**config.mk**
```make
export PLATFORM = sky130hd
export DESIGN_NAME = segment_chase_top
export DESIGN_NICKNAME = d
export VERILOG_FILES = /design/src/source/segment_chase_pkg.sv /design/src/source/button_conditioner.sv /design/src/source/segment_walker.sv /design/src/source/game_controller.sv /design/src/source/segment_renderer.sv /design/src/source/segment_chase_top.sv
export SDC_FILE = /design/constraint.sdc
export NUM_CORES = 1
export LEC_CHECK = 0
export BUFFER_PORTS_ARGS = -buffer_cell sky130_fd_sc_hd__buf_2
export CORE_UTILIZATION = 35
export DETAILED_ROUTE_END_ITERATION = 8
export SYNTH_ARGS = -nofsm -noshare
export SYNTH_HDL_FRONTEND = slang
export SYNTH_SLANG_ARGS = --single-unit
```
**constraint.sdc**
```tcl
create_clock -name clk -period 3 [get_ports clk]
set_input_delay 0.15 -clock clk [delete_from_list [all_inputs] [get_ports clk]]
set_output_delay 0.15 -clock clk [all_outputs]
set_load 0.01 [all_outputs]
```
**src/source/segment_chase_pkg.sv**
```systemverilog
package segment_chase_pkg;

    // Segment count of one digit, A through G
    localparam int NUM_SEGS = 7;

    typedef enum logic [1:0] {
        PH_INIT  = 2'd0,
        PH_MOVE  = 2'd1,
        PH_TRAIL = 2'd2
    } phase_e;

    // Index into the record and the segment output
    typedef enum logic [2:0] {
        SEG_A = 3'd0,
        SEG_B = 3'd1,
        SEG_C = 3'd2,
        SEG_D = 3'd3,
        SEG_E = 3'd4,
        SEG_F = 3'd5,
        SEG_G = 3'd6
    } seg_e;

    typedef enum logic [1:0] {
        HD_RIGHT = 2'd0,
        HD_LEFT  = 2'd1,
        HD_UP    = 2'd2,
        HD_DOWN  = 2'd3
    } heading_e;

    // Raw button levels or one-cycle press pulses
    typedef struct packed {
        logic right;
        logic left;
        logic up;
        logic down;
    } buttons_t;

    // Dot state from the walker
    typedef struct packed {
        seg_e     seg;
        heading_e heading;
        logic     moved;
    } walk_t;

    // Game state from the controller
    typedef struct packed {
        phase_e              phase;
        logic [NUM_SEGS-1:0] record;
        logic                tick;
    } ctrl_t;

endpackage

```
**src/source/button_conditioner.sv**
```systemverilog
module button_conditioner #(
    parameter int DEBOUNCE_LEN = 4
) (
    input  logic                        clk,
    input  logic                        rst,
    input  segment_chase_pkg::buttons_t raw,
    output segment_chase_pkg::buttons_t press
);

    localparam int NUM_BUTTONS = $bits(segment_chase_pkg::buttons_t);

    logic [NUM_BUTTONS-1:0]  raw_bits;
    logic [DEBOUNCE_LEN-1:0] samples [NUM_BUTTONS];
    logic [NUM_BUTTONS-1:0]  level;
    logic [NUM_BUTTONS-1:0]  level_q;

    assign raw_bits = raw;

    always_ff @(posedge clk or posedge rst) begin
        if (rst) begin
            for (int i = 0; i < NUM_BUTTONS; i++) begin
                samples[i] <= '0;
            end
            level_q <= '0;
        end else begin
            for (int i = 0; i < NUM_BUTTONS; i++) begin
                samples[i] <= (samples[i] << 1) | DEBOUNCE_LEN'(raw_bits[i]);
            end
            level_q <= level;
        end
    end

    // Stable high once every sample in the window is high
    always_comb begin
        for (int i = 0; i < NUM_BUTTONS; i++) begin
            level[i] = &samples[i];
        end
    end

    // Rising edge of the debounced level, one cycle wide
    assign press = segment_chase_pkg::buttons_t'(level & ~level_q);

endmodule

```
**src/source/segment_walker.sv**
```systemverilog
module segment_walker (
    input  logic                        clk,
    input  logic                        rst,
    input  segment_chase_pkg::buttons_t press,
    input  segment_chase_pkg::ctrl_t    ctrl,
    output segment_chase_pkg::walk_t    walk
);

    segment_chase_pkg::seg_e     seg_q;
    segment_chase_pkg::heading_e heading_q;
    logic                        moved_q;
    segment_chase_pkg::walk_t    nxt;
    logic                        hd_right;
    logic                        hd_left;
    logic                        hd_up;
    logic                        hd_down;

    function automatic segment_chase_pkg::walk_t step(segment_chase_pkg::seg_e s,
                                                      segment_chase_pkg::heading_e h);
        return '{seg: s, heading: h, moved: 1'b1};
    endfunction

    assign hd_right = heading_q == segment_chase_pkg::HD_RIGHT;
    assign hd_left  = heading_q == segment_chase_pkg::HD_LEFT;
    assign hd_up    = heading_q == segment_chase_pkg::HD_UP;
    assign hd_down  = heading_q == segment_chase_pkg::HD_DOWN;

    // Walk table, left beats right beats up within one heading
    always_comb begin
        nxt = '{seg: seg_q, heading: heading_q, moved: 1'b0};
        case (seg_q)
            segment_chase_pkg::SEG_A: begin
                if (hd_right && press.right)
                    nxt = step(segment_chase_pkg::SEG_B, segment_chase_pkg::HD_DOWN);
                else if (hd_left && press.left)
                    nxt = step(segment_chase_pkg::SEG_F, segment_chase_pkg::HD_DOWN);
            end
            segment_chase_pkg::SEG_B: begin
                if (hd_up && press.left)
                    nxt = step(segment_chase_pkg::SEG_A, segment_chase_pkg::HD_LEFT);
                else if (hd_down && press.right)
                    nxt = step(segment_chase_pkg::SEG_G, segment_chase_pkg::HD_LEFT);
                else if (hd_down && press.up)
                    nxt = step(segment_chase_pkg::SEG_C, segment_chase_pkg::HD_DOWN);
            end
            segment_chase_pkg::SEG_C: begin
                if (hd_up && press.left)
                    nxt = step(segment_chase_pkg::SEG_G, segment_chase_pkg::HD_LEFT);
                else if (hd_up && press.up)
                    nxt = step(segment_chase_pkg::SEG_B, segment_chase_pkg::HD_UP);
                else if (hd_down && press.right)
                    nxt = step(segment_chase_pkg::SEG_D, segment_chase_pkg::HD_DOWN);
            end
            segment_chase_pkg::SEG_D: begin
                if (hd_right && press.left)
                    nxt = step(segment_chase_pkg::SEG_C, segment_chase_pkg::HD_UP);
                else if (hd_left && press.right)
                    nxt = step(segment_chase_pkg::SEG_E, segment_chase_pkg::HD_UP);
            end
            segment_chase_pkg::SEG_E: begin
                if (hd_up && press.right)
                    nxt = step(segment_chase_pkg::SEG_G, segment_chase_pkg::HD_RIGHT);
                else if (hd_up && press.up)
                    nxt = step(segment_chase_pkg::SEG_F, segment_chase_pkg::HD_UP);
                else if (hd_down && press.left)
                    nxt = step(segment_chase_pkg::SEG_D, segment_chase_pkg::HD_RIGHT);
            end
            segment_chase_pkg::SEG_F: begin
                if (hd_up && press.right)
                    nxt = step(segment_chase_pkg::SEG_A, segment_chase_pkg::HD_RIGHT);
                else if (hd_down && press.left)
                    nxt = step(segment_chase_pkg::SEG_G, segment_chase_pkg::HD_RIGHT);
            end
            segment_chase_pkg::SEG_G: begin
                if (hd_right && press.left)
                    nxt = step(segment_chase_pkg::SEG_B, segment_chase_pkg::HD_UP);
                else if (hd_right && press.right)
                    nxt = step(segment_chase_pkg::SEG_C, segment_chase_pkg::HD_DOWN);
                else if (hd_left && press.left)
                    nxt = step(segment_chase_pkg::SEG_E, segment_chase_pkg::HD_DOWN);
                else if (hd_left && press.right)
                    nxt = step(segment_chase_pkg::SEG_F, segment_chase_pkg::HD_UP);
            end
            default: begin
                nxt = step(segment_chase_pkg::SEG_G, segment_chase_pkg::HD_LEFT);
            end
        endcase
    end

    always_ff @(posedge clk or posedge rst) begin
        if (rst) begin
            seg_q     <= segment_chase_pkg::SEG_G;
            heading_q <= segment_chase_pkg::HD_LEFT;
            moved_q   <= 1'b0;
        end else if (ctrl.phase == segment_chase_pkg::PH_INIT) begin
            // Parked at the start position
            seg_q     <= segment_chase_pkg::SEG_G;
            heading_q <= segment_chase_pkg::HD_LEFT;
            moved_q   <= 1'b0;
        end else begin
            seg_q     <= nxt.seg;
            heading_q <= nxt.heading;
            moved_q   <= nxt.moved;
        end
    end

    assign walk = '{seg: seg_q, heading: heading_q, moved: moved_q};

endmodule

```
**src/source/game_controller.sv**
```systemverilog
module game_controller #(
    parameter int TICK_DIV         = 2 ** 20,
    parameter int INIT_TICKS       = 3,
    parameter int TRAIL_HOLD_TICKS = 1
) (
    input  logic                        clk,
    input  logic                        rst,
    input  segment_chase_pkg::buttons_t press,
    input  segment_chase_pkg::walk_t    walk,
    output segment_chase_pkg::ctrl_t    ctrl
);

    localparam int DIV_W = $clog2(TICK_DIV) > 0 ? $clog2(TICK_DIV) : 1;
    localparam int MAX_TICKS = INIT_TICKS > TRAIL_HOLD_TICKS ? INIT_TICKS : TRAIL_HOLD_TICKS;
    localparam int CNT_W = $clog2(MAX_TICKS) + 1;

    logic [DIV_W-1:0]                       div_cnt;
    logic                                   tick_q;
    logic [CNT_W-1:0]                       tick_cnt;
    segment_chase_pkg::phase_e              phase_q;
    logic [segment_chase_pkg::NUM_SEGS-1:0] record_q;
    logic [segment_chase_pkg::NUM_SEGS-1:0] mark;
    logic                                   full;

    // Tick divider, free running out of reset
    always_ff @(posedge clk or posedge rst) begin
        if (rst) begin
            div_cnt <= '0;
            tick_q  <= 1'b0;
        end else begin
            tick_q <= div_cnt == DIV_W'(TICK_DIV - 1);
            if (div_cnt == DIV_W'(TICK_DIV - 1)) begin
                div_cnt <= '0;
            end else begin
                div_cnt <= div_cnt + 1'b1;
            end
        end
    end

    always_comb begin
        mark = '0;
        mark[walk.seg] = 1'b1;
    end

    assign full = &record_q;

    always_ff @(posedge clk or posedge rst) begin
        if (rst) begin
            phase_q  <= segment_chase_pkg::PH_INIT;
            tick_cnt <= '0;
            record_q <= '0;
        end else begin
            case (phase_q)
                segment_chase_pkg::PH_INIT: begin
                    if (tick_q && tick_cnt == CNT_W'(INIT_TICKS - 1)) begin
                        phase_q  <= segment_chase_pkg::PH_MOVE;
                        tick_cnt <= '0;
                    end else if (tick_q) begin
                        tick_cnt <= tick_cnt + 1'b1;
                    end
                end
                segment_chase_pkg::PH_MOVE: begin
                    if (press.down) begin
                        phase_q  <= segment_chase_pkg::PH_TRAIL;
                        record_q <= mark;
                    end
                end
                segment_chase_pkg::PH_TRAIL: begin
                    if (walk.moved) begin
                        record_q <= record_q | mark;
                    end
                    // Hold time runs only once every segment is visited
                    if (full && tick_q && tick_cnt == CNT_W'(TRAIL_HOLD_TICKS - 1)) begin
                        phase_q  <= segment_chase_pkg::PH_INIT;
                        tick_cnt <= '0;
                        record_q <= '0;
                    end else if (full && tick_q) begin
                        tick_cnt <= tick_cnt + 1'b1;
                    end
                end
                default: begin
                    phase_q  <= segment_chase_pkg::PH_INIT;
                    tick_cnt <= '0;
                    record_q <= '0;
                end
            endcase
        end
    end

    assign ctrl = '{phase: phase_q, record: record_q, tick: tick_q};

endmodule

```
**src/source/segment_renderer.sv**
```systemverilog
module segment_renderer (
    input  logic                                   clk,
    input  logic                                   rst,
    input  segment_chase_pkg::walk_t               walk,
    input  segment_chase_pkg::ctrl_t               ctrl,
    output logic [segment_chase_pkg::NUM_SEGS-1:0] seg_n
);

    logic [segment_chase_pkg::NUM_SEGS-1:0] lit;
    logic                                   blink;

    // Lit segments, active high
    always_comb begin
        lit = '0;
        case (ctrl.phase)
            segment_chase_pkg::PH_MOVE: begin
                lit[walk.seg] = 1'b1;
            end
            segment_chase_pkg::PH_TRAIL: begin
                lit = ctrl.record;
                lit[walk.seg] = ctrl.record[walk.seg] ^ blink;
            end
            default: begin
                lit[segment_chase_pkg::SEG_G] = 1'b1;
            end
        endcase
    end

    always_ff @(posedge clk or posedge rst) begin
        if (rst) begin
            blink <= 1'b0;
            seg_n <= '1;
            seg_n[segment_chase_pkg::SEG_G] <= 1'b0;
        end else begin
            if (ctrl.tick) begin
                blink <= ~blink;
            end
            seg_n <= ~lit;
        end
    end

endmodule

```
**src/source/segment_chase_top.sv**
```systemverilog
module segment_chase_top #(
    parameter int DEBOUNCE_LEN     = 4,
    parameter int TICK_DIV         = 2 ** 20,
    parameter int INIT_TICKS       = 3,
    parameter int TRAIL_HOLD_TICKS = 1
) (
    input  logic                                   clk,
    input  logic                                   rst,
    input  segment_chase_pkg::buttons_t            buttons,
    output logic [segment_chase_pkg::NUM_SEGS-1:0] seg_n,
    output segment_chase_pkg::phase_e              phase,
    output segment_chase_pkg::heading_e            heading
);

    segment_chase_pkg::buttons_t press;
    segment_chase_pkg::walk_t    walk;
    segment_chase_pkg::ctrl_t    ctrl;

    button_conditioner #(
        .DEBOUNCE_LEN(DEBOUNCE_LEN)
    ) u_button_conditioner (
        .clk  (clk),
        .rst  (rst),
        .raw  (buttons),
        .press(press)
    );

    segment_walker u_segment_walker (
        .clk  (clk),
        .rst  (rst),
        .press(press),
        .ctrl (ctrl),
        .walk (walk)
    );

    game_controller #(
        .TICK_DIV        (TICK_DIV),
        .INIT_TICKS      (INIT_TICKS),
        .TRAIL_HOLD_TICKS(TRAIL_HOLD_TICKS)
    ) u_game_controller (
        .clk  (clk),
        .rst  (rst),
        .press(press),
        .walk (walk),
        .ctrl (ctrl)
    );

    segment_renderer u_segment_renderer (
        .clk  (clk),
        .rst  (rst),
        .walk (walk),
        .ctrl (ctrl),
        .seg_n(seg_n)
    );

    assign phase   = ctrl.phase;
    assign heading = walk.heading;

endmodule

```
# == After elaboration in Yosys (flattened, before gate mapping) ==
# Index checks and enable logic that the tools add are counted.
# W data, S select, Z words.
# totals
output_inout_bits,11
in_bits,6
ff_bits,67
# op_classes
n_eq_ne,26
muxes,44
add_sub_neg,2
reduce_logical,27
order_cmp,2
bitwise_logic,12
# ops
operator,count
$mux W6,19
$pmux W6 S7,1
$mux W7,3
$pmux W7 S3,1
$add A20 B1 Y20 const B,1
$eq A20 B20 Y1 const B,1
$mux W20,1
$or A4 B1 Y4,4
$reduce_and A4 Y1,4
$mux W3,5
$ne A5 B1 Y1 const B,3
$logic_and A1 B1 Y1,14
$reduce_and A7 Y1,2
$ne A4 B1 Y1 const B,3
$pmux W6 S2,1
$eq A3 B2 Y1 const B,3
$eq A3 B3 Y1 const B,3
$pmux W3 S3,1
$reduce_and A3 Y1,3
$mux W2,4
$bwmux W7,1
$not A7 Y7,1
$or A7 B7 Y7,1
$eq A2 B2 Y1 const B,3
21 further kinds,30

# == Longest topological paths before layout ==
# logic_depth
word_depth,9
mapped_depth,8

# == By module ==
# From an unflattened synthesis, not the netlist that was laid out.
# hier_totals
cells_unflattened,376
area_unflattened_um2,3826.2
# by_module_without_submodules
module,seq_area_each_um2,n_inst,area_each_um2,cells_each
game_controller,825.8,1,1791.7,175
segment_walker,153.9,1,857.1,111
button_conditioner,500.5,1,604.3,29
segment_renderer,207.7,1,573.0,61

# == Worst setup path after synthesis ==
# OpenSTA, ideal clock, no wires.
# synth_path
path_type,register to register
startpoint,register u_segment_walker.seg_q[1]
endpoint,register u_segment_walker.seg_q[2]
path_slack_ps,1181
synth_period_minus_slack_ps,1819
arrival_time_ps,1735
path_stages_with_launch,7
cell_sequence,dfstp_2 clkbuf_1 nor2_1 a21oi_2 a2bb2oi_4 nand4_4 a311o_1
# synth_via
elab_chain_cells,3
# synth_lines
item,line_no,text
"start, declared",segment_walker.sv:9,segment_chase_pkg::seg_e seg_q;
"start signal, assigned",segment_walker.sv:92,seg_q <= segment_chase_pkg::SEG_G;
"start signal, assigned",segment_walker.sv:97,seg_q <= segment_chase_pkg::SEG_G;
"start signal, assigned",segment_walker.sv:101,seg_q <= nxt.seg;
"$eq A3 B3 Y1, or another cell as far along",segment_walker.sv:31,case (seg_q)
"$ne A6 B1 Y1 (no line), or another cell as far along",-,
$reduce_and A7 Y1 (no line) / $mux W3 (equally long branches),-,
# Parallel ways exist; a longest one is shown, timed or not.
# A chain may end at the register's enable or synchronous reset.

# == Worst setup path in the final report ==
# layout_path
startpoint,register u_button_conditioner.samples[2] (netlist name)
endpoint,register u_segment_walker.seg_q[2]
# layout_via
elab_chain_cells,7
# layout_lines
item,line_no,text
"start, declared",button_conditioner.sv:13,logic [DEBOUNCE_LEN-1:0] samples [NUM_BUTTONS];
"start signal, assigned by index",button_conditioner.sv:27,samples[i] <= (samples[i] << 1) | DEBOUNCE_LEN'(raw_bits[i]);
$reduce_and A4 Y1 (*),button_conditioner.sv:36,level[i] = &samples[i];
$and A4 B4 Y4 (*),button_conditioner.sv:41,assign press = segment_chase_pkg::buttons_t'(level & ~level_q);
$logic_and A1 B1 Y1 (on tied branches),-,
$mux W6 (on tied branches),"segment_walker.sv:77, segment_walker.sv:41",
$mux W6 (on tied branches),"segment_walker.sv:75, segment_walker.sv:39",
$pmux W6 S7,segment_walker.sv:31,
$mux W3,segment_walker.sv:95,end else if (ctrl.phase == segment_chase_pkg::PH_INIT) begin
# Mark *: on every way between the ends. The rest lies on a longest branch, timed or not.

==> flow_results.org <==
** Outcome
- The flow ran to the end, and the final reports show no timing, DRC or antenna violations.

** Yosys
- For this run, the register share of the synthesized area comes to approximately 48%.
- Library cells used by synthesis :: 65
- For this run, asynchronously set or reset flops after synthesis account for 100.0%.
- Synthesis handed over a netlist of between 300 and 400 instances.
- Count of flip-flops with a built-in enable after synthesis :: 0
- Net Count, Synth :: approximately 350
- During synthesis, Yosys emitted a total of 0 warnings.
- #FFs+latches synth :: 67
- Averaged over all synthesized cells, the footprint is slightly above 10 sq um.
- The mapped netlist covers between 0.003 and 0.004 sq mm.
- In the synthesized netlist the dominant register cell turns out to be sky130_fd_sc_hd__dfrtp_1.

** Timing
- The final hold violation count is 0.
- Normalized max-slew margin :: 41.34%
- Slew at the pin closest to its max-slew limit :: slightly below 0.9 ns
- Setup repair after global routing missed its margin :: false
- Max-slew violations :: 0
- Subtracting the final worst setup slack from the clock period gives 2.232 ns.
- Based on the critical path, the design can be clocked at up to between 0.4 and 0.5 GHz.
- Clock skew on the completed layout was measured at just under 0.009 ns.
- Share of the clock period used by the worst path after layout :: between 70% and 80%
- Final setup violating endpoints :: 0
- In the final timing run, aggregate negative setup slack is 0 ns.

** Place
- PortBufs :: 16
- The wire-length estimate of the detail-placed layout is roughly 5000 um.
- The congestion estimate from routability-driven global placement came to ~0.85.

** Worst setup path
- The endpoint identified for the worst register-to-register timing path is u_segment_walker.seg_q[2].
- Worst EP required :: 3.26 ns
- Reg-to-Reg Start :: u_button_conditioner.samples[2]
- Category of the worst setup path launch point :: register
- Critical Path End Type :: register
- Along the worst path, the maximum fanout reaches 12.
- On the worst path, the slowest cell contributes a delay of roughly 0.7 ns.
- Crit path kind :: reg2reg
- Cell breakdown of the critical path :: nand4_2 -> nor2_1 -> o221ai_1 -> nand2_1 -> nand4_4 -> a311o_1
- Depth of the worst register-to-register path :: 6
- On the critical path, the stage with the largest delay is an instance of sky130_fd_sc_hd__nor2_1.
- Endpoint arrival time on the critical path :: about 2.5 ns
- Setup slack on the worst reg-to-reg path comes out at 0.77 ns.

** Pwr
- In this run the static leakage power is approximately 1.7 nW.
- In this run switching power makes up between 20 and 25% of total power.
- Internal power comes to 1.362 mW.
- The share of total power dissipated in sequential elements is 52.6%.
- PwrDens :: about 460 mW/mm^2
- Max rail drop VDD :: 199.3 uV
- Switching Power :: a little under 0.4 mW
- In this run, the combinational gates consume 2.5% of the power.
- Relative contribution of the clock network to total power :: 44.9%

** Routing
- After detailed routing, the average wire length per cell comes to roughly 14 um.
- Wire length reported by the detailed router :: 7033 um
- Detailed routing inserted a total of between 2000 and 3000 vias.
- Using the TritonRoute via totals, the vias-per-cell ratio works out to roughly 5.2.
- Detailed Route Iter0 Violations :: 109
- Antenna viol nets, final :: 0
- Post-route DRC violation count :: 0
- Total iterations of the first detailed-routing run :: 5

** Die
- The core region is a little under 0.01 sq mm.
- Overall die area :: 0.01038 sq mm
- Initial Util :: approximately 36%
- 17 I/O pins were placed.
- Vert. Die Dim :: roughly 100 um
- Number of placement rows :: 36
- Width of the chip :: 101.9 um

** Clock tree
- CTS Sinks :: 67
- The H-tree was split into 3 levels.
- Root buffer cell :: sky130_fd_sc_hd__clkbuf_8
- TritonCTS built the clock tree.
- Counting the buffers created by CTS gives 9.
- Clock Tree Buf Depth :: 2
- Clock Pin Slew Worst Setup and Hold Paths :: 0.07 ns
- Post-CTS repair changed the size of 0 cells.
- For the worst-skew pair, the clock arrives at the later sink with an insertion delay of 0.34 ns.

** Layout
- Fraction of layout cells with a size suffix above 1 :: about 17%
- P&R area growth vs syn :: 9.785%
- Leaving out fill and tap cells, the most frequent cell in the layout is sky130_fd_sc_hd__dfrtp_1.
- Diode count :: 0
- Leaving out fill and tap cells, the most frequent cells in the layout are sky130_fd_sc_hd__dfrtp_1, sky130_fd_sc_hd__nor2_1, sky130_fd_sc_hd__nand2_1.
- The sequential cells in the finished layout cover a total of approximately 0.0017 sq mm.
- The multi-input combinational cells in the finished layout cover a total of between 0.0015 and 0.002 sq mm.
- Final core utilization :: between 30% and 40%
- After filler insertion, the fill cell instance count of the layout stands at between 900 and 1000.
- At the end of the flow, the number of nets in the layout was roughly 360.

** Global route
- Pin count of the biggest net entering global routing :: 48
- The number of global-route vias before repair came to 2424.
- Global routing used between 10% and 20% of the available tracks across all layers.
- Antenna violations before repair :: 0
- Global route overflow :: 0
- The first global-routing pass estimated 11930 um of wire.

** Run
- Number of max-capacitance violations reported :: 0

** Hold path
- Hold/Removal Path Class :: in2async
## area by class of cell
| class | count | share of cell area (%) |
|---|---|---|
| clock inverters | 5 | 1.567 |
| well taps | 133 | 4.342 |
| repair buffers | 23 | 3.787 |
| inverters | 16 | 1.567 |
| clock buffers | 11 | 3.950 |
| multi-input cells | 234 | 40.74 |
| flip-flops and latches | 67 | 44.04 |
## worst max-delay path: cells and delay by family (launching register included)
family | cells | cell delay (ns)
AND/OR/NAND/NOR | 4 | 1.19
flip-flops | 1 | 0.37
AO/OA/AOI/OAI | 2 | 0.59
## kinds of logic after synthesis
| logic type | after synthesis | share of synthesized area [%] |
|---|---|---|
| flip-flops | 67 | 48.35 |
| XOR/XNOR | 22 | 5.520 |
| multiplexers | 5 | 1.792 |
| AO/OA/AOI/OAI | 73 | 15.52 |
| adder cells (fa/ha/maj) | 7 | 2.509 |
| buffers and inverters | 37 | 6.917 |
| AND/OR/NAND/NOR | 127 | 19.39 |
## sequential cells by signal, summed over array words and instances (netlist names)
name	flops
u_game_controller.div_cnt	20
u_button_conditioner.samples	16
u_game_controller.record_q	7
u_segment_renderer.seg_n	7
u_button_conditioner.level_q	4
u_game_controller.tick_cnt	3
u_segment_walker.seg_q	3
u_game_controller.phase_q	2
u_segment_walker.heading_q	2
u_game_controller.tick_q	1
u_segment_renderer.blink	1
u_segment_walker.moved_q	1
## how the worst max path moves through the flow
stage	start	end	slack (ns)	cells past startpoint
detailed placement	u_button_conditioner.samples[2]	u_segment_walker.seg_q[2]	0.82	6
finish	u_button_conditioner.samples[2]	u_segment_walker.seg_q[2]	0.77	6
floorplan	rst	u_button_conditioner.level_q[0]	1.18	1
global placement	u_button_conditioner.samples[2]	u_segment_walker.seg_q[2]	0.83	6
global route	u_button_conditioner.samples[2]	u_segment_walker.seg_q[2]	0.61	6
CTS	u_button_conditioner.samples[2]	u_segment_walker.seg_q[2]	0.79	6
## power by group through the flow
| stage | combinational (mW) | clock (mW) | sequential (mW) |
|---|---|---|---|
| finish | 0.0444 | 0.788 | 0.923 |
| detailed placement | 0.0410 | 0 | 0.940 |
| floorplan | 0.0275 | 0 | 0.938 |
| global placement | 0.0410 | 0 | 0.940 |
| CTS | 0.0459 | 0.807 | 0.923 |
| global route | 0.0513 | 0.841 | 0.924 |
## metal layers
metal | GRT usage (%) | up-vias | routed length [um]
li1 | - | 1238 | -
met1 | 20.16 | 1225 | 3364
met2 | 23.28 | 88 | 3198
met3 | 4.104 | 14 | 365
met4 | 5.934 | 0 | 104
met5 | 0 | - | 0
## cells in the mapped netlist, drive strengths merged, types with 2 or more instances
cell     number  area (sq um)
nor3          5         25.02
nor3b         2         26.28
a211oi        3         22.52
xor2         11         96.34
and4          3         26.28
or2           4         25.03
inv          16         60.05
mux2i         4         40.04
nor2b         3         18.77
nor2         42         178.9
ha            7         87.58
dfrtp        58          1451
clkbuf       10         57.56
a31oi         6         37.54
o22a          3         26.28
buf          11         123.9
nor4          4         25.02
nand2        25         93.84
o22ai         2         12.51
o21ai        18         90.08
a21oi         8         43.79
a22o          7         61.31
xnor2        11         96.34
a21o          2         15.01
o221ai        2         17.52
a32o          4         43.79
a221oi        2         17.52
a31o          2         17.52
nand3        13         65.06
nand4        16         127.6
dfstp         9         236.5
a2bb2oi       2         35.04
a22oi         4         30.03
nand2b        3         18.77
and2          3         18.77
## stage by stage
step           cells  hold WS, ns  setup WS [ns]  power, mW  cell area, sq um
2_1_floorplan    338       0.1814          1.181     0.9657              3491
3_3_place_gp     468       0.1649         0.8287     0.9808              3571
3_5_place_dp     468       0.1703         0.8242     0.9811              3571
4_1_cts          489       0.3433         0.7863      1.776              3832
5_1_grt          489       0.3662         0.6133      1.816              3832
6_report         489       0.3405         0.7676      1.756              3832
## repair_timing
| action | 4_1_cts | 5_1_grt |
|---|---|---|
| setup buffers | 0 | 0 |
| hold endpoints to repair | 24 | 0 |
| hold buffers | 5 | 0 |
Power figures use the tool's default switching activity.
